**config.mk**
```make
export PLATFORM = sky130hd
export DESIGN_NAME = apu_top
export DESIGN_NICKNAME = d
export VERILOG_FILES = /design/src/source/apu_pkg.sv /design/src/source/voice_ctrl_if.sv /design/src/source/apu_top.sv /design/src/source/sample_output.sv /design/src/source/channel_mixer.sv /design/src/source/square_voice.sv /design/src/source/apu_regs.sv
export SDC_FILE = /design/constraint.sdc
export NUM_CORES = 1
export LEC_CHECK = 0
export ABC_AREA = 1
export ABC_CLOCK_PERIOD_IN_PS = 4600
export BUFFER_PORTS_ARGS = -buffer_cell sky130_fd_sc_hd__buf_4
export CAP_MARGIN = 5
export CORE_AREA = 2 2 175 177
export CTS_CLUSTER_SIZE = 30
export DETAILED_ROUTE_END_ITERATION = 10
export DIE_AREA = 0 0 177 179
export PLACE_DENSITY = 0.64
export SYNTH_ARGS = -nofsm -noshare
export SYNTH_HDL_FRONTEND = slang
export SYNTH_HIERARCHICAL = 1
export SYNTH_SLANG_ARGS = --single-unit
```
**constraint.sdc**
```tcl
create_clock -name clk_100 -period 4.6 [get_ports clk_100]
set_input_delay 0 -clock clk_100 [delete_from_list [all_inputs] [get_ports clk_100]]
set_output_delay 0 -clock clk_100 [all_outputs]
set_load 0.02 [all_outputs]
```
**src/source/apu_pkg.sv**
```systemverilog
`default_nettype none

package apu_pkg;

    // low byte of the NRxx register map
    typedef enum logic [7:0] {
        NR11 = 8'h11, // duty and length
        NR12 = 8'h12, // volume
        NR13 = 8'h13, // freq low
        NR14 = 8'h14, // trigger, length enable, freq high
        NR21 = 8'h16,
        NR22 = 8'h17,
        NR23 = 8'h18,
        NR24 = 8'h19,
        NR50 = 8'h24, // master volume
        NR51 = 8'h25, // panning
        NR52 = 8'h26  // power
    } reg_addr_t;

    typedef enum logic [1:0] {
        SEL_VOICE1,
        SEL_VOICE2,
        SEL_MIX,
        SEL_SAW
    } source_sel_t;

    typedef enum logic {
        VOICE_IDLE,
        VOICE_PLAYING
    } voice_state_t;

    localparam int TIMER_DIV   = 4;  // clk_100 cycles per timer step
    localparam int FRAME_DIV   = 64; // length tick, shortened for sim
    localparam int SAMPLE_W    = 24;
    localparam int LEVEL_W     = 4;
    localparam int VOICE_SHIFT = 19;
    localparam int MIX_SHIFT   = 14;

endpackage

`default_nettype wire
```
**src/source/voice_ctrl_if.sv**
```systemverilog
`default_nettype none
`timescale 1ns/1ns

// settings of one square voice, register file to voice
interface voice_ctrl_if;

    logic [1:0]                  duty;
    logic [5:0]                  length;    // start value of the up-counter
    logic                        length_en;
    logic [apu_pkg::LEVEL_W-1:0] volume;
    logic [10:0]                 freq;
    logic                        trigger;   // one-cycle restart pulse
    logic                        power_off;

    modport regs (
        output duty, length, length_en, volume, freq, trigger, power_off
    );

    modport voice (
        input duty, length, length_en, volume, freq, trigger, power_off
    );

endinterface

`default_nettype wire

```
**src/source/apu_top.sv**
```systemverilog
`default_nettype none
`timescale 1ns/1ns

module apu_top (
    input  logic                         clk_100,
    input  logic                         rst,
    input  logic                         reg_wr,
    input  logic [7:0]                   reg_addr,
    input  logic [7:0]                   reg_data,
    input  logic                         sample_strobe,
    input  apu_pkg::source_sel_t         source_sel,
    output logic                         out_valid,
    output logic [apu_pkg::SAMPLE_W-1:0] out_left,
    output logic [apu_pkg::SAMPLE_W-1:0] out_right
);

    logic [apu_pkg::LEVEL_W-1:0]  level1;
    logic [apu_pkg::LEVEL_W-1:0]  level2;
    logic [7:0]                   nr50;
    logic [7:0]                   nr51;
    logic [apu_pkg::SAMPLE_W-1:0] mix_left;
    logic [apu_pkg::SAMPLE_W-1:0] mix_right;

    voice_ctrl_if v1_ctrl ();
    voice_ctrl_if v2_ctrl ();

    apu_regs regs (
        .clk_100  (clk_100),
        .rst      (rst),
        .reg_wr   (reg_wr),
        .reg_addr (reg_addr),
        .reg_data (reg_data),
        .nr50     (nr50),
        .nr51     (nr51),
        .v1       (v1_ctrl),
        .v2       (v2_ctrl)
    );

    // each voice carries its own length divider
    square_voice voice1 (.clk_100(clk_100), .rst(rst), .ctrl(v1_ctrl), .level(level1));
    square_voice voice2 (.clk_100(clk_100), .rst(rst), .ctrl(v2_ctrl), .level(level2));

    channel_mixer mixer (
        .level1    (level1),
        .level2    (level2),
        .nr50      (nr50),
        .nr51      (nr51),
        .mix_left  (mix_left),
        .mix_right (mix_right)
    );

    sample_output out_stage (
        .clk_100       (clk_100),
        .rst           (rst),
        .sample_strobe (sample_strobe),
        .source_sel    (source_sel),
        .level1        (level1),
        .level2        (level2),
        .mix_left      (mix_left),
        .mix_right     (mix_right),
        .out_valid     (out_valid),
        .out_left      (out_left),
        .out_right     (out_right)
    );

endmodule

`default_nettype wire

```
**src/source/sample_output.sv**
```systemverilog
`default_nettype none
`timescale 1ns/1ns

module sample_output (
    input  logic                         clk_100,
    input  logic                         rst,
    input  logic                         sample_strobe,
    input  apu_pkg::source_sel_t         source_sel,
    input  logic [apu_pkg::LEVEL_W-1:0]  level1,
    input  logic [apu_pkg::LEVEL_W-1:0]  level2,
    input  logic [apu_pkg::SAMPLE_W-1:0] mix_left,
    input  logic [apu_pkg::SAMPLE_W-1:0] mix_right,
    output logic                         out_valid,
    output logic [apu_pkg::SAMPLE_W-1:0] out_left,
    output logic [apu_pkg::SAMPLE_W-1:0] out_right
);

    logic [5:0]                   saw;     // test ramp
    logic [apu_pkg::SAMPLE_W-1:0] voice1_s;
    logic [apu_pkg::SAMPLE_W-1:0] voice2_s;

    assign voice1_s = {{(apu_pkg::SAMPLE_W - apu_pkg::LEVEL_W){1'b0}}, level1}
                      << apu_pkg::VOICE_SHIFT;
    assign voice2_s = {{(apu_pkg::SAMPLE_W - apu_pkg::LEVEL_W){1'b0}}, level2}
                      << apu_pkg::VOICE_SHIFT;

    always_ff @(posedge clk_100) begin
        if (rst) begin
            out_valid <= 1'b0;
            out_left  <= '0;
            out_right <= '0;
            saw       <= '0;
        end else begin
            out_valid <= sample_strobe; // outputs hold between strobes
            if (sample_strobe) begin
                case (source_sel)
                    apu_pkg::SEL_VOICE1: begin
                        out_left  <= voice1_s;
                        out_right <= voice1_s;
                    end
                    apu_pkg::SEL_VOICE2: begin
                        out_left  <= voice2_s;
                        out_right <= voice2_s;
                    end
                    apu_pkg::SEL_MIX: begin
                        out_left  <= mix_left;
                        out_right <= mix_right;
                    end
                    apu_pkg::SEL_SAW: begin
                        out_left  <= {saw, 18'd0};
                        out_right <= {saw, 18'd0};
                        saw       <= saw + 6'd1; // wraps at 64
                    end
                endcase
            end
        end
    end

    // last sample stays put until the next strobe
    hold_between_strobes: assert property (@(posedge clk_100) disable iff (rst)
        !out_valid |-> $stable(out_left) && $stable(out_right))
        else $error("output changed without a strobe");

endmodule

`default_nettype wire

```
**src/source/channel_mixer.sv**
```systemverilog
`default_nettype none
`timescale 1ns/1ns

module channel_mixer (
    input  logic [apu_pkg::LEVEL_W-1:0]  level1,
    input  logic [apu_pkg::LEVEL_W-1:0]  level2,
    input  logic [7:0]                   nr50,
    input  logic [7:0]                   nr51,
    output logic [apu_pkg::SAMPLE_W-1:0] mix_left,
    output logic [apu_pkg::SAMPLE_W-1:0] mix_right
);

    // sum of routed voices times (master volume + 1)
    function automatic logic [apu_pkg::SAMPLE_W-1:0] side_mix(
        input logic [apu_pkg::LEVEL_W-1:0] a,
        input logic [apu_pkg::LEVEL_W-1:0] b,
        input logic                        en_a,
        input logic                        en_b,
        input logic [2:0]                  vol
    );
        logic [apu_pkg::LEVEL_W:0]    sum;
        logic [apu_pkg::SAMPLE_W-1:0] wide_sum;
        logic [apu_pkg::SAMPLE_W-1:0] wide_vol;
        sum      = (en_a ? {1'b0, a} : '0) + (en_b ? {1'b0, b} : '0);
        wide_sum = {{(apu_pkg::SAMPLE_W - apu_pkg::LEVEL_W - 1){1'b0}}, sum};
        wide_vol = {{(apu_pkg::SAMPLE_W - 4){1'b0}}, {1'b0, vol} + 4'd1}; // 1..8
        return (wide_sum * wide_vol) << apu_pkg::MIX_SHIFT;
    endfunction

    always_comb begin
        mix_left  = side_mix(level1, level2, nr51[4], nr51[5], nr50[6:4]);
        mix_right = side_mix(level1, level2, nr51[0], nr51[1], nr50[2:0]);
    end

endmodule

`default_nettype wire

```
**src/source/square_voice.sv**
```systemverilog
`default_nettype none
`timescale 1ns/1ns

module square_voice (
    input  logic                        clk_100,
    input  logic                        rst,
    voice_ctrl_if.voice                 ctrl,
    output logic [apu_pkg::LEVEL_W-1:0] level
);

    apu_pkg::voice_state_t state;
    logic [13:0] period;    // (2048 - freq) * TIMER_DIV
    logic [13:0] timer;
    logic [2:0]  duty_pos;
    logic [5:0]  len_cnt;
    logic [15:0] frame_cnt;
    logic        frame_tick;

    function automatic logic duty_bit(input logic [1:0] duty, input logic [2:0] pos);
        logic [7:0] pattern;
        case (duty)
            2'd0:    pattern = 8'b0000_0001; // 12.5 %
            2'd1:    pattern = 8'b1000_0001; // 25 %
            2'd2:    pattern = 8'b1000_0111; // 50 %
            default: pattern = 8'b0111_1110; // 75 %
        endcase
        return pattern[pos];
    endfunction

    assign period     = (14'd2048 - {3'b000, ctrl.freq}) * 14'(apu_pkg::TIMER_DIV);
    assign frame_tick = (frame_cnt == 16'(apu_pkg::FRAME_DIV - 1));

    always_ff @(posedge clk_100) begin
        if (rst || ctrl.power_off) begin
            state     <= apu_pkg::VOICE_IDLE;
            timer     <= '0;
            duty_pos  <= '0;
            len_cnt   <= '0;
            frame_cnt <= '0;
        end else if (ctrl.trigger) begin
            // restart from the top of the pattern
            state     <= apu_pkg::VOICE_PLAYING;
            timer     <= period - 14'd1;
            duty_pos  <= '0;
            len_cnt   <= ctrl.length;
            frame_cnt <= '0;
        end else if (state == apu_pkg::VOICE_PLAYING) begin
            if (timer == '0) begin
                timer    <= period - 14'd1;
                duty_pos <= duty_pos + 3'd1;
            end else begin
                timer <= timer - 14'd1;
            end

            frame_cnt <= frame_tick ? '0 : frame_cnt + 16'd1;

            // length counts up, voice stops when it passes 63
            if (frame_tick && ctrl.length_en) begin
                if (len_cnt == 6'd63) begin
                    state <= apu_pkg::VOICE_IDLE;
                end else begin
                    len_cnt <= len_cnt + 6'd1;
                end
            end
        end
    end

    assign level = (state == apu_pkg::VOICE_PLAYING && duty_bit(ctrl.duty, duty_pos))
                   ? ctrl.volume : '0;

    // powered-down voice goes silent on the next cycle
    silent_when_off: assert property (@(posedge clk_100) disable iff (rst)
        ctrl.power_off |=> level == '0) else $error("voice still sounding after power off");

endmodule

`default_nettype wire

```
**src/source/apu_regs.sv**
```systemverilog
`default_nettype none
`timescale 1ns/1ns

module apu_regs (
    input  logic       clk_100,
    input  logic       rst,
    input  logic       reg_wr,
    input  logic [7:0] reg_addr,
    input  logic [7:0] reg_data,
    output logic [7:0] nr50,
    output logic [7:0] nr51,
    voice_ctrl_if.regs v1,
    voice_ctrl_if.regs v2
);

    logic power_on; // NR52 bit 7

    // NR52 stays writable while everything else is locked
    always_ff @(posedge clk_100) begin
        if (rst) begin
            power_on <= 1'b1;
        end else if (reg_wr && reg_addr == apu_pkg::NR52) begin
            power_on <= reg_data[7];
        end
    end

    always_ff @(posedge clk_100) begin
        if (rst || !power_on) begin
            nr50         <= '0;
            nr51         <= '0;
            v1.duty      <= '0;
            v1.length    <= '0;
            v1.length_en <= 1'b0;
            v1.volume    <= '0;
            v1.freq      <= '0;
            v1.trigger   <= 1'b0;
            v2.duty      <= '0;
            v2.length    <= '0;
            v2.length_en <= 1'b0;
            v2.volume    <= '0;
            v2.freq      <= '0;
            v2.trigger   <= 1'b0;
        end else begin
            // trigger bit is write-only, never stored
            v1.trigger <= reg_wr && reg_addr == apu_pkg::NR14 && reg_data[7];
            v2.trigger <= reg_wr && reg_addr == apu_pkg::NR24 && reg_data[7];
            if (reg_wr) begin
                case (reg_addr)
                    apu_pkg::NR11: begin
                        v1.duty   <= reg_data[7:6];
                        v1.length <= reg_data[5:0];
                    end
                    apu_pkg::NR12: v1.volume    <= reg_data[7:4]; // envelope bits dropped
                    apu_pkg::NR13: v1.freq[7:0] <= reg_data;
                    apu_pkg::NR14: begin
                        v1.length_en  <= reg_data[6];
                        v1.freq[10:8] <= reg_data[2:0];
                    end
                    apu_pkg::NR21: begin
                        v2.duty   <= reg_data[7:6];
                        v2.length <= reg_data[5:0];
                    end
                    apu_pkg::NR22: v2.volume    <= reg_data[7:4];
                    apu_pkg::NR23: v2.freq[7:0] <= reg_data;
                    apu_pkg::NR24: begin
                        v2.length_en  <= reg_data[6];
                        v2.freq[10:8] <= reg_data[2:0];
                    end
                    apu_pkg::NR50: nr50 <= reg_data;
                    apu_pkg::NR51: nr51 <= reg_data;
                    default: ;
                endcase
            end
        end
    end

    assign v1.power_off = !power_on;
    assign v2.power_off = !power_on;

    // a single reg_wr pulse must give exactly one restart
    v1_trigger_pulse: assert property (@(posedge clk_100) disable iff (rst)
        v1.trigger |=> !v1.trigger) else $error("voice 1 trigger held two cycles");
    v2_trigger_pulse: assert property (@(posedge clk_100) disable iff (rst)
        v2.trigger |=> !v2.trigger) else $error("voice 2 trigger held two cycles");

endmodule

`default_nettype wire

```
# Word level (Yosys, flattened, before mapping)
# Index checks and enable logic that the tools add are counted.
[classes]
mux = 38
order_cmp = 2
reduce_logical = 37
eq_ne = 24
n_addsub = 17
n_mul = 2
[ops]
columns = ["cell", "count"]
rows = [
  ["$pmux 24 s4", 2],
  ["$mux 14", 6],
  ["$eq 8x5->1 const B", 8],
  ["$sub 14x1->14 const B", 4],
  ["$mux 6", 8],
  ["$pmux 8 s3", 2],
  ["$add 16x1->16 const B", 2],
  ["$eq 16x6->1 const B", 2],
  ["$mux 16", 2],
  ["$logic_not 14->1", 2],
  ["$reduce_and 2->1", 13],
  ["$eq 8x6->1 const B", 3],
  ["$mux 4", 6],
  ["$sub 12x11->12 const A", 2],
  ["$add 6x1->6 const B", 3],
  ["$mul 5x4->9", 2],
  ["$eq 6x6->1 const B", 2],
  ["$add 5x5->5", 2],
  ["$mux 1", 10],
  ["$logic_and 1x1->1", 9],
  ["$add 3x1->4 const B", 2],
  ["$eq 2x2->1 const B", 4],
  ["$lt 3x4->1 const B", 2],
  ["$reduce_bool 2->1", 4],
  ["9 further kinds", 18],
]
[word_totals]
ff_bits = 199
output_inout_bits = 49
inputBits = 22

# Longest topological paths before layout
# Gate-level depths: netlist (run 1).
[logic_depth]
word_depth = 10
mapped_depth = 29

# By module
# The synthesis (run 1) kept the hierarchy.
[by_module_without_submodules]
columns = ["module", "cells_per_inst", "area_per_inst_um2", "seq_area_each_um2", "n_inst"]
rows = [
  ["square_voice at voice2", 463, 3011.6, 800.8, 1],
  ["square_voice at voice1", 465, 2901.5, 800.8, 1],
  ["apu_regs", 430, 2854.0, 1341.3, 1],
  ["sample_output", 295, 2272.2, 1101.1, 1],
  ["channel_mixer", 283, 1853.0, 0.0, 1],
]

# Worst setup path before layout (run 1)
# No wires, ideal clock.
[synth_path]
path_kind = "reg2reg"
from = "register regs.v1.duty[0]"
to = "register out_stage/out_left[20] (netlist name)"
synth_period_minus_slack_ps = 4579
required_time_ps = 4483
n_path_buf = 0
slack_ps = 21
stages_incl_launch_ff = 23
setup_ps = 117
arrival_ps = 4462
cell_sequence = "dfxtp_1 inv_1 ha_1 a21oi_1 nor2_1 o311ai_0 nor2_1 nand2_1 inv_1 ha_1 fa_1 inv_1 or2_1 fa_1 fa_1 fa_1 nor2_1 nor2_1 xnor2_1 nand2_1 nand3_1 nor2_1 nor2_1"
[synth_between]
elab_chain_cells = 10
word_cells_on_any_way = 12
cone_classes = "add/sub (1); mul (1); eq/ne (2); mux (6); reduce/logical (2)"
[synth_lines]
columns = ["element", "line", "rtl"]
rows = [
  ["start: declaration", "voice_ctrl_if.sv:16", "output duty, length, length_en, volume, freq, trigger, power_off"],
  ["$eq 2x2->1, or another cell as far along", "square_voice.sv:21", "case (duty)"],
  ["$pmux 8 s3 *", "square_voice.sv:21", ""],
  ["$bmux 1 s3 *", "square_voice.sv:27", "return pattern[pos];"],
  ["$mux 1 (implied by the code) *", "square_voice.sv:27", ""],
  ["$logic_and 1x1->1 *", "square_voice.sv:68", "assign level = (state == apu_pkg::VOICE_PLAYING && duty_bit(ctrl.duty, duty_pos))"],
  ["$mux 4 *", "square_voice.sv:69", "? ctrl.volume : '0;"],
  ["named net level1, one bit", "apu_top.sv:17", "logic [apu_pkg::LEVEL_W-1:0] level1;"],
  ["$mux 4 *", "channel_mixer.sv:24", "sum = (en_a ? {1'b0, a} : '0) + (en_b ? {1'b0, b} : '0);"],
  ["$add 5x5->5 *", "channel_mixer.sv:24", ""],
  ["$mul 5x4->9 *", "channel_mixer.sv:27", "return (wide_sum * wide_vol) << apu_pkg::MIX_SHIFT;"],
  ["named net mix_left, one bit", "apu_top.sv:21", "logic [apu_pkg::SAMPLE_W-1:0] mix_left;"],
  ["$pmux 24 s4 *", "sample_output.sv:36", "case (source_sel)"],
  ["end signal: assignment", "sample_output.sv:38", "out_left <= voice1_s;"],
  ["end signal: assignment", "sample_output.sv:42", "out_left <= voice2_s;"],
  ["end signal: assignment", "sample_output.sv:46", "out_left <= mix_left;"],
  ["end: declaration", "sample_output.sv:14", "output logic [apu_pkg::SAMPLE_W-1:0] out_left,"],
]
# Mark *: on every way through the listed nets, which the timed path passes. The rest lies on a longest branch. The select of a mux whose other input is x is not followed.
# A chain may end at the register's enable or synchronous reset.

# Worst setup path after layout (run 1)
[layout_path]
from = "register regs.v2.duty[0]"
to = "register out_stage/out_right[21] (netlist name)"
[layout_between]
elab_chain_cells = 10
word_cells_on_any_way = 12
cone_classes = "add/sub (1); mul (1); eq/ne (2); mux (6); reduce/logical (2)"
[layout_lines]
columns = ["element", "line", "rtl"]
rows = [
  ["start: declaration", "voice_ctrl_if.sv:16", ""],
  ["$eq 2x2->1, or another cell as far along", "square_voice.sv:21", ""],
  ["$pmux 8 s3 *", "square_voice.sv:21", ""],
  ["$bmux 1 s3 *", "square_voice.sv:27", ""],
  ["$mux 1 (implied by the code) *", "square_voice.sv:27", ""],
  ["$logic_and 1x1->1 *", "square_voice.sv:68", ""],
  ["$mux 4 *", "square_voice.sv:69", ""],
  ["named net level2, one bit", "apu_top.sv:18", "logic [apu_pkg::LEVEL_W-1:0] level2;"],
  ["$mux 4 *", "channel_mixer.sv:24", ""],
  ["$add 5x5->5 *", "channel_mixer.sv:24", ""],
  ["$mul 5x4->9 *", "channel_mixer.sv:27", ""],
  ["named net mix_right, one bit", "apu_top.sv:22", "logic [apu_pkg::SAMPLE_W-1:0] mix_right;"],
  ["$pmux 24 s4 *", "sample_output.sv:36", ""],
  ["end signal: assignment", "sample_output.sv:39", "out_right <= voice1_s;"],
  ["end signal: assignment", "sample_output.sv:43", "out_right <= voice2_s;"],
  ["end signal: assignment", "sample_output.sv:47", "out_right <= mix_right;"],
  ["end: declaration", "sample_output.sv:15", "output logic [apu_pkg::SAMPLE_W-1:0] out_right"],
]
# Marked as above.

==> summary.md, run 1 <==
Setup violations remaining at the end of the flow were counted as 0. From bottom edge to top edge, the die measures 179 µm. The run gives 4.98 ns as the required time of the critical path. The count of input and output buffers was 70; the clock skew was 0.0110 ns. The leading cell type in the layout, fill and taps excluded is nand2_1.

In this run the clock root is driven by a clkbuf_16. The floorplan step defined a core boundary enclosing 30000 µm². The logs give 10600 for the via count of the first global-routing pass and 2 for the number of buffers on the longest clock path. The worst hold path terminates at regs/v2.volume[2]. In this run the tightest slew margin relative to its limit is 38.1%.

The number of antenna violations at the first check in global routing came out at 1. In this run the critical register-to-register path is launched from regs/v2.duty[0]. Entering global routing, the biggest net connects 93 pins. TritonCTS created 17 clock buffers. After the first detailed-routing iteration, the DRC count stood at 713. Slew at the pin closest to its max-slew limit: 0.927 ns. The total power per unit cell area was 241 nW/µm²; the number of cells produced by synthesis was 1906. The worst-case IR drop observed on VDD is 0.166 mV. After synthesis, the mean cell area works out to 6.65 µm².

For this run, design rule violations remaining after detail routing come to 0. The H-tree was split into 4 levels. After global routing the overflow that remains totals 0. For the number of max-slew violations in the final report, the log shows 0. Wire length of the first global-routing pass: 49.2 mm. Width of the die: 177 µm. The tightest min-delay check is of the in2reg type. The data arrival at the endpoint of the critical path was 4.87 ns. The endpoint identified for the worst register-to-register timing path is out_stage/out_right[21]. Once layout is done, the placed cells without fillers occupy 14400 µm².

The tools report the total wire length as 28.9 mm. Synthesis-to-layout area growth: 13.7%. The detailed-placement wirelength estimate came out at 21.3 mm. The placed instances occupy a cell area of 13500 µm². The run gives 7.02 nW as the leakage power. After clock tree synthesis, the clock-pin slew on the worst setup and hold paths is 0.08 ns.

Based on the critical path, the design can be clocked at up to 0.223 GHz. The capturing element type of the critical path is a flip-flop. The max capacitance violation total was 0; the final critical delay including setup and external delays was 4.49 ns. The initial standard-cell utilization of the core came out at 42.2%. Worst hold path startpoint: reg_wr.

Depth of the worst register-to-register path: 27. The Yosys step of the flow raised 6 warnings. The part of the cycle the worst path needs works out to 97.6%. The clock net in this run drives a total of 196 sinks. Leaving out fill and tap cells, the most frequent cells in the layout are 441 x nand2_1, 303 x nor2_1, 231 x inv_1. The logs give 18.7% for the overall global routing resource usage and 71 for the number of primary I/O pins. TritonCTS built the clock tree. The count of TritonRoute iterations in the first routing pass was 5; the count of antenna-violating nets left after detailed routing was 0. In this run the core area contains 64 standard-cell rows. The clock insertion delay at the later pin of the skew report is 0.44 ns. After detailed routing, the average wire length per cell comes to 12.1 µm. In this run the cell area of the synthesized design comes to 12700 µm².

The run finished with clean final reports. The floorplan step defined a die boundary enclosing 31700 µm². The routed layout has 11500 vias. For the hold violation total from the final report, the log shows 0.

The logs give 0.11 ns for the worst reg-to-reg setup slack and 0.111 ns for the final critical-path setup slack. Timing analysis after detailed placement gives a worst setup slack of -0.134 ns. In the final design database the tool counted 2075 nets.

The critical path is of the reg2reg type. The congestion estimate from routability-driven global placement came to 0.818. The share of cells above drive strength 1 was 15.0%.

The nature of the critical path startpoint is a flip-flop. Setup repair after global routing could not meet its margin everywhere. Of all nets on the critical path, the largest fanout is 4. Dividing the detail-routed via count by the number of cells gives 4.79. Measured on the finished design, the core utilization comes to 48.0%. The number of cells traversed by the worst hold path is 4.
[metrics by stage]
| step | setup TNS, ns | cells | hold WS, ns | power [mW] |
|---|---|---|---|---|
| 4_1_cts | 0 | 2393 | 0.00727 | 3.52 |
| 6_report | 0 | 2396 | 0.0366 | 3.48 |
| 5_1_grt | -1.38 | 2396 | 0.0542 | 3.63 |
| 3_3_place_gp | -0.0470 | 2345 | 0.268 | 2.04 |
| 3_5_place_dp | -0.783 | 2345 | 0.278 | 2.05 |
| 2_1_floorplan | 0 | 1935 | 0.0691 | 1.97 |
[critical path: stages, from the launching register on]
cell and delay [ns]:
dfxtp_2 0.35, inv_2 0.05, ha_4 0.15, a21oi_2 0.12
nor2_1 0.07, o311ai_1 0.28, buf_4 0.20, nor2_4 0.04
nand2_1 0.06, inv_1 0.04, ha_2 0.18, fa_2 0.54
inv_2 0.05, or2_1 0.23, fa_1 0.47, fa_1 0.60
inv_2 0.06, ha_4 0.27, nand2_2 0.05, nor2_1 0.07
nand2_1 0.07, nand3_1 0.07, nand2_1 0.05, nand2_1 0.06
nand2_1 0.06, nand3_1 0.13, nor2_1 0.04, nor2_1 0.08
[registers in the layout, summed over array words and instances (netlist names), 6 cells and up]
signal               cells
voice1/timer            14
voice2/timer            14
voice1/len_cnt           6
out_stage/saw            6
voice2/len_cnt           6
regs/v1.freq            11
regs/v1.length           6
voice1/frame_cnt        16
regs/nr50                6
out_stage/out_left      24
voice2/frame_cnt        16
regs/v2.length           6
regs/v2.freq            11
out_stage/out_right     24
[area by class of cell]
type,count,area (µm²)
clock inverter,14,135
tap,396,495
timing repair buffer,115,905
antenna,1,2.50
multi-input combinational,1402,7560
inverter,254,953
fill,2986,15600
clock buffer,18,429
sequential,196,3930
[power breakdown]
part	switching, mW	internal [mW]
registers	0.0145	1.72
logic	0.184	0.0984
clock network	0.740	0.721
[timing repair]
item / 4_1_cts / 5_1_grt
setup buffers: 1 / 2
gates resized for setup: 8 / 44
setup endpoints to repair: 9 / 12
hold buffers: 15 / 0
pin swaps: 3 / 28
hold endpoints to repair: 38 / 0
[per-layer routing]
layer	routed length [µm]	vias up	track usage, %
met1	13800	5231	24.3
met2	13900	130	32.2
li1	-	6099	-
met4	407	0	5.41
met3	816	26	2.65
met5	0	-	0
[worst max path at each step]
stage                     slack, ns                      end             from  cells after the start
after global placement        -0.03   out_stage/out_left[21]  regs/v1.duty[0]                     28
final                          0.11  out_stage/out_right[21]  regs/v2.duty[0]                     27
after floorplan                0.02   out_stage/out_left[20]  regs/v1.duty[0]                     22
after CTS                     0.006  out_stage/out_right[21]  regs/v1.duty[0]                     27
after detailed placement      -0.13   out_stage/out_left[22]  regs/v2.duty[0]                     28
after global routing          -0.26   out_stage/out_left[21]  regs/v2.duty[0]                     28
Note: power is estimated with default switching activity, not from simulation.
==> run 2: changes to the inputs <==
--- a/config.mk
+++ b/config.mk
@@ -9,11 +9,12 @@
 export ABC_CLOCK_PERIOD_IN_PS = 4600
 export BUFFER_PORTS_ARGS = -buffer_cell sky130_fd_sc_hd__buf_4
 export CAP_MARGIN = 5
-export CORE_AREA = 2 2 175 177
+export CORE_AREA = 5 5 178 180
 export CTS_CLUSTER_SIZE = 30
 export DETAILED_ROUTE_END_ITERATION = 10
-export DIE_AREA = 0 0 177 179
+export DIE_AREA = 0 0 183 185
 export PLACE_DENSITY = 0.64
+export REMOVE_ABC_BUFFERS = 1
 export SYNTH_ARGS = -nofsm -noshare
 export SYNTH_HDL_FRONTEND = slang
 export SYNTH_HIERARCHICAL = 1
==> summary.md, run 2 (same netlist as run 1, synthesis figures left out) <==
The depth of the CTS H-tree was 4. Across the VDD grid, the largest voltage drop is 0.266 mV. The endpoint identified for the worst register-to-register timing path is out_stage/out_left[21].

In this run, CTS created clock tree buffers numbering 17. Data arrives at the worst endpoint at 4.98 ns. The master of the slowest instance on the critical path is fa_1. The routed design has 29.4 mm of wire. Broken down by cell family, the worst path's largest delay share belongs to adder cells. The largest registers in the layout are out_stage/out_left x24, out_stage/out_right x24. Final routed wire length divided by cell count: 12.3 µm. The clock insertion delay at the later pin of the skew report was 0.45 ns; the number of antenna violations at the first check in global routing was 0. The run gives 7690 µm² as the combined area of the multi-input logic cells. The detailed-placement wirelength estimate is 21.3 mm, and the share of cells above drive strength 1 is 16.7%. The largest single stage delay on the critical path is 0.60 ns.

Relative to the synthesized area, the layout overhead comes to 15.2%. The wire length of the first global-routing pass is 49.5 mm. The nature of the critical path startpoint was a flip-flop. TritonCTS built the clock tree.

Final instance count without filler cells: 2398. Across the run, the number of max-cap violations was 0. The number of max-slew violations in the final report came out at 0.

The initial standard-cell utilization of the core is 42.2%, and the remaining design rule violation count is 0. Summing all flip-flop and latch instances after layout gives 3940 µm². The total power per unit cell area works out to 242 nW/µm². The count of buffers added on input and output ports is 70.

The critical path contains buffers and inverters numbering 5 combined. Routing layer with the top usage in global route: met2. Setup repair after global routing could not meet its margin everywhere. The width of the die was 183 µm. The worst register-to-register path begins at regs/v2.duty[0]. The depth of the worst register-to-register path came out at 27. The flow ran to the end, and the final reports show no timing, DRC or antenna violations. Hold timing on the final database bottoms out at a slack of 0.0277 ns.

Global routing used 3.08% of the available met3 tracks. The tools report the net total in the final layout as 2078. After detailed placement, the design holds a cell count of 2342. The worst pin sits at a relative slew slack of 36.6%. For this design the static power due to leakage is 7.02 nW. In this run the count of I/O pins placed on the die edge is 71.

The most common cell type on the critical path is nand2_1. Counting the fill cells in the layout gives 3009. The run gives 28.7% as the global routing usage on met2. After layout, the worst path uses 99.8% of the clock period.

The capturing element type of the critical path was a flip-flop. The first TritonRoute pass finished after 5 iterations. The logs give 48.6% for the final design utilization and 0.0185 ns for the clock skew. The cell sitting at the root of the clock tree is a clkbuf_16. In this run the worst path has a maximum fanout of 4.

At the end of routability-driven placement, the weighted congestion stood at 0.853. The per-cell via count in the routed design works out to 4.84. Entering global routing, the biggest net connects 93 pins. The post-route total power came out at 3.54 mW.

The worst hold path begins at source_sel[0]. The core region is 30000 µm². Clock-pin slew was measured on the worst setup and hold paths at 0.08 ns. The count of antenna-violating nets left after detailed routing is 0. The detailed router finished its first iteration with 803 violations.

From bottom edge to top edge, the die measures 185 µm. The worst hold path terminates at out_stage/saw[1]. The final critical delay including setup and external delays was 4.59 ns.

The top cell types in the final layout, fill and taps aside, are 431 x nand2_1, 304 x nor2_1, 224 x inv_1. Leading cell type in the layout, fill and taps excluded: nand2_1. The tools report the achievable frequency as 0.218 GHz.

For this design, the sink count on the clock tree is 196. For this run, the total global-route usage over all layers was measured as 17.1%. For the via count of the first global-routing pass, the log shows 10900. The logs give 4.99 ns for the required time of the critical path and 0.008 ns for the worst reg-to-reg setup slack. Row generation in the floorplan step produced 64 rows.

Type of the worst setup path: reg2reg. The detailed router placed 11600 vias in this run. The tools report the number of endpoints failing setup at the final stage as 0.

The number of cells traversed by the worst hold path came out at 5. Counting along the longest clock path gives a buffer depth of 2. The hold violation total from the final report was 0; the remaining global-route overflow was 0. The class of the worst hold path was in2reg. The area of the die was 33900 µm²; the met1 track utilization from global routing was 23.1%. 0 antenna diodes ended up in the layout. For the pin with the worst max-slew slack, the measured transition is 0.951 ns.
## run 2: routing by layer
layer	vias to the layer above	share of wire (%)
met2	221	46
met1	5249	48
met3	28	4.4
met4	0	1.2
li1	6107	-
met5	-	0
## run 2: final cells by class
| type | count | area share (%) |
|---|---|---|
| inverter | 254 | 6.53 |
| clock inverter | 15 | 1.14 |
| tap | 396 | 3.40 |
| clock buffer | 17 | 2.92 |
| timing repair buffer | 118 | 6.34 |
| multi-input combinational | 1402 | 52.7 |
| sequential | 196 | 27.0 |
## run 2: worst max path at each step
stage	startpoint	to	slack, ns	cells past startpoint
2_1_floorplan	regs/v1.duty[0]	out_stage/out_left[20]	0.009	22
3_3_place_gp	regs/v1.duty[0]	out_stage/out_left[21]	-0.03	28
3_5_place_dp	regs/v2.duty[0]	out_stage/out_left[21]	-0.18	28
4_1_cts	regs/v1.duty[0]	out_stage/out_right[21]	0.0005	27
5_1_grt	regs/v2.duty[0]	out_stage/out_right[21]	-0.23	27
6_report	regs/v2.duty[0]	out_stage/out_left[21]	0.008	27
## run 2: power by group
part / internal, mW / switching, mW
Clock: 0.775 / 0.747
Combinational: 0.0982 / 0.181
Sequential: 1.72 / 0.0148
## run 2: worst reg2reg max path, delay by kind of cell, from the launching register on
kind                       cells  cell delay, ns
adders and majority gates      6            2.22
and+or+nand+nor               14            1.14
AOI/OAI and AO/OA              2            0.45
buffers and inverters          5            0.40
DFF                            1            0.35
## run 2: stage by stage
step	setup WS (ns)	setup TNS [ns]	area (µm²)
floorplan	0.00891	0	12200
global placement	-0.0316	-0.0444	13500
detailed placement	-0.178	-0.812	13500
CTS	0.000507	0	14200
global route	-0.234	-0.873	14600
finish	0.00764	0	14600
## run 2: timing repair
action,4_1_cts,5_1_grt
hold buffers,14,0
endpoints found under the hold margin,43,0
endpoints found under the setup margin,10,10
gates resized for setup,4,83
buffers inserted,0,10
pin swaps,2,60
==> run 3: changes to the inputs <==
--- a/config.mk
+++ b/config.mk
@@ -13,7 +13,6 @@
 export CTS_CLUSTER_SIZE = 30
 export DETAILED_ROUTE_END_ITERATION = 10
 export DIE_AREA = 0 0 183 185
-export PLACE_DENSITY = 0.64
 export REMOVE_ABC_BUFFERS = 1
 export SYNTH_ARGS = -nofsm -noshare
 export SYNTH_HDL_FRONTEND = slang
==> summary.md, run 3 (same netlist as run 1, synthesis figures left out) <==
The vias after detailed routing was 11500. The net switching power of the design was 0.959 mW. The final layout contains 2079 nets. From left edge to right edge, the die measures 183 µm. In the routed layout, each cell is associated on average with a via count of 4.80.

Sequential cells burn 47.9% of the power. The cell area after layout was 14700 µm²; the worst IR drop on VDD was 0.260 mV. The tools report the violation count after the first detailed-route iteration as 603.

Maximum fanout along the worst path: 3. At the placement stage, the worst setup path has a slack of -0.285 ns. Of the total power, the clock network draws 44.4%.

Counting the buffers created by CTS gives 17. Cells with a size suffix above 1 make up 17.0% of the layout. Count of input and output buffers: 70.

The clock insertion delay at the later pin of the skew report came out at 0.44 ns. The initialized floorplan defines 64 standard-cell rows. The floorplan step defined a core boundary enclosing 30000 µm². For the worst flop-to-flop path, the logic depth is 26. The class of the worst hold path was in2reg. For the number of buffers on the longest clock path, the log shows 2.

The clock tree synthesis step divided the H-tree into 4 levels. The final critical delay including setup and external delays came out at 4.48 ns. The required time of the critical path was 4.94 ns. The final weighted congestion in routability-driven placement is 0.830, and the area after detailed placement is 13500 µm². The internal power of the cells totals 2.66 mW. The root buffer cell chosen for the clock tree is clkbuf_16.

For the hold violation total from the final report, the log shows 0. Static timing analysis puts the maximum clock frequency at 0.223 GHz. For this run the aggregate overflow at the end of global routing stands at 0. The vertical die dimension works out to 185 µm.

Summed over all cells, the static leakage comes to 7.05 nW. Leaving out fill and tap cells, the most frequent cells in the layout are 432 x nand2_1, 298 x nor2_1, 220 x inv_1. Number of antenna repair diodes: 0.

TritonCTS built the clock tree. Max-cap violations in this run came to 0. Of the total power, the share spent switching nets is 26.5%.

The part of the cycle the worst path needs was 97.3%. In this run the count of I/O pins placed on the die edge is 71. The slew at the pin closest to its max-slew limit came out at 1.05 ns. The run gives 49.6 mm as the wire length of the first global-routing pass. For the total wire length, the log shows 29.6 mm. The count of TritonRoute iterations in the first routing pass was 5.

Clock skew: 0.0126 ns. The largest net degree at the start of global routing is 93. Leaving out fill and tap cells, the most frequent cell in the layout is nand2_1. Setup repair after global routing could not meet its margin everywhere.

The final design utilization was 48.8%; the final routed wire length divided by cell count was 12.3 µm. The largest registers in the layout are out_stage/out_left x24, out_stage/out_right x24. Compared with the post-synthesis result, the final layout area differs by 15.7%. Total instance count after detailed placement: 2349. Clock-pin slew was measured on the worst setup and hold paths at 0.08 ns. Across every metal layer, demand over resource in global routing totals 17.3%. The final critical-path setup slack was 0.124 ns; the total power per unit cell area was 247 nW/µm².

Setup violations remaining at the end of the flow were counted as 0. After the flow finishes, the layout carries non-filler instances totaling 2399. The logs give 7.7% for the combinational cell fraction of total power and 29.6% for the remaining max-slew budget at the tightest pin. The tools report the number of max-slew violations in the final report as 0. STA classifies the critical path startpoint as a flip-flop.

The via count of the first global-routing pass was 10500; the initial standard-cell utilization of the core was 42.2%. The worst setup path is of the reg2reg kind. The run finished with clean final reports.

The HPWL after detailed placement is 21.6 mm. The floorplan step defined a die boundary enclosing 33900 µm². The clock drives 196 sinks.

The number of antenna violations at the first check in global routing was 0. The worst setup path is captured at a flip-flop. After routing, the total negative slack on setup checks comes to 0 ns. The count of antenna-violating nets left after detailed routing was 0.

Number of cells traversed by the worst hold path: 4. For the remaining design rule violation count, the log shows 0. The data arrival at the endpoint of the critical path is 4.82 ns.
[run 3: final timing paths]
check	startpoint	endpoint	slack [ns]
worst max-delay path	regs/v2.duty[0]	out_stage/out_left[21]	0.12
worst min-delay path	reg_wr	regs/v2.volume[3]	0.04
worst max register to register	regs/v2.duty[0]	out_stage/out_left[21]	0.12
worst min register to register	voice2/timer[13]	voice2/timer[13]	0.47
[run 3: timing repair]
| item | in CTS | in global routing |
|---|---|---|
| pin swaps | 3 | 47 |
| setup buffers | 1 | 3 |
| endpoints found under the hold margin | 38 | 0 |
| gates resized for setup | 13 | 80 |
| endpoints found under the setup margin | 10 | 10 |
| hold buffers | 14 | 0 |
[run 3: routing by layer]
metal  vias to the layer above  track usage [%]  share of wire (%)
li1                       6126                -                  -
met1                      5197             24.4                 50
met2                       173             27.6                 45
met3                        29             2.87                3.9
met4                         0             4.29                1.2
met5                         -                0                  0
[run 3: through the flow]
step	total power, mW	hold WS [ns]
global placement	2.04	0.268
CTS	3.68	0.00520
finish	3.62	0.0374
floorplan	1.93	0.0691
detailed placement	2.05	0.281
global route	3.78	0.0548
[run 3: layout make-up]
cell class	instances	area (µm²)
fill	2994	15400
clock buffer	18	439
clock inverter	14	186
timing repair buffer	119	928
inverter	254	953
multi-input combinational	1402	7720
sequential	196	3930
tap	396	495
[run 3: power groups by stage]
stage / clock (mW) / combinational (mW) / sequential, mW
after floorplan: 0 / 0.130 / 1.80
after global placement: 0 / 0.269 / 1.78
after detailed placement: 0 / 0.271 / 1.78
after CTS: 1.67 / 0.281 / 1.74
after global routing: 1.73 / 0.310 / 1.74
final: 1.61 / 0.279 / 1.74
[run 3: worst max-delay path, cell delays in order (launching register included)]
cell and delay [ns]:
dfxtp_2 0.35, inv_2 0.05, ha_4 0.14, a21oi_2 0.13, nor2_2 0.06, o311ai_2 0.31, buf_4 0.18, nor2_4 0.04
nand2_1 0.07, inv_2 0.05, ha_4 0.16, fa_2 0.56, inv_2 0.05, or2_1 0.21, fa_1 0.46, fa_1 0.61
inv_2 0.06, ha_4 0.27, nand2_2 0.04, nor2_1 0.09, nand2_1 0.07, nand4_1 0.07, nand2_1 0.05, nand2_1 0.06
nand3_1 0.09, nor2_1 0.11, nor2_1 0.05
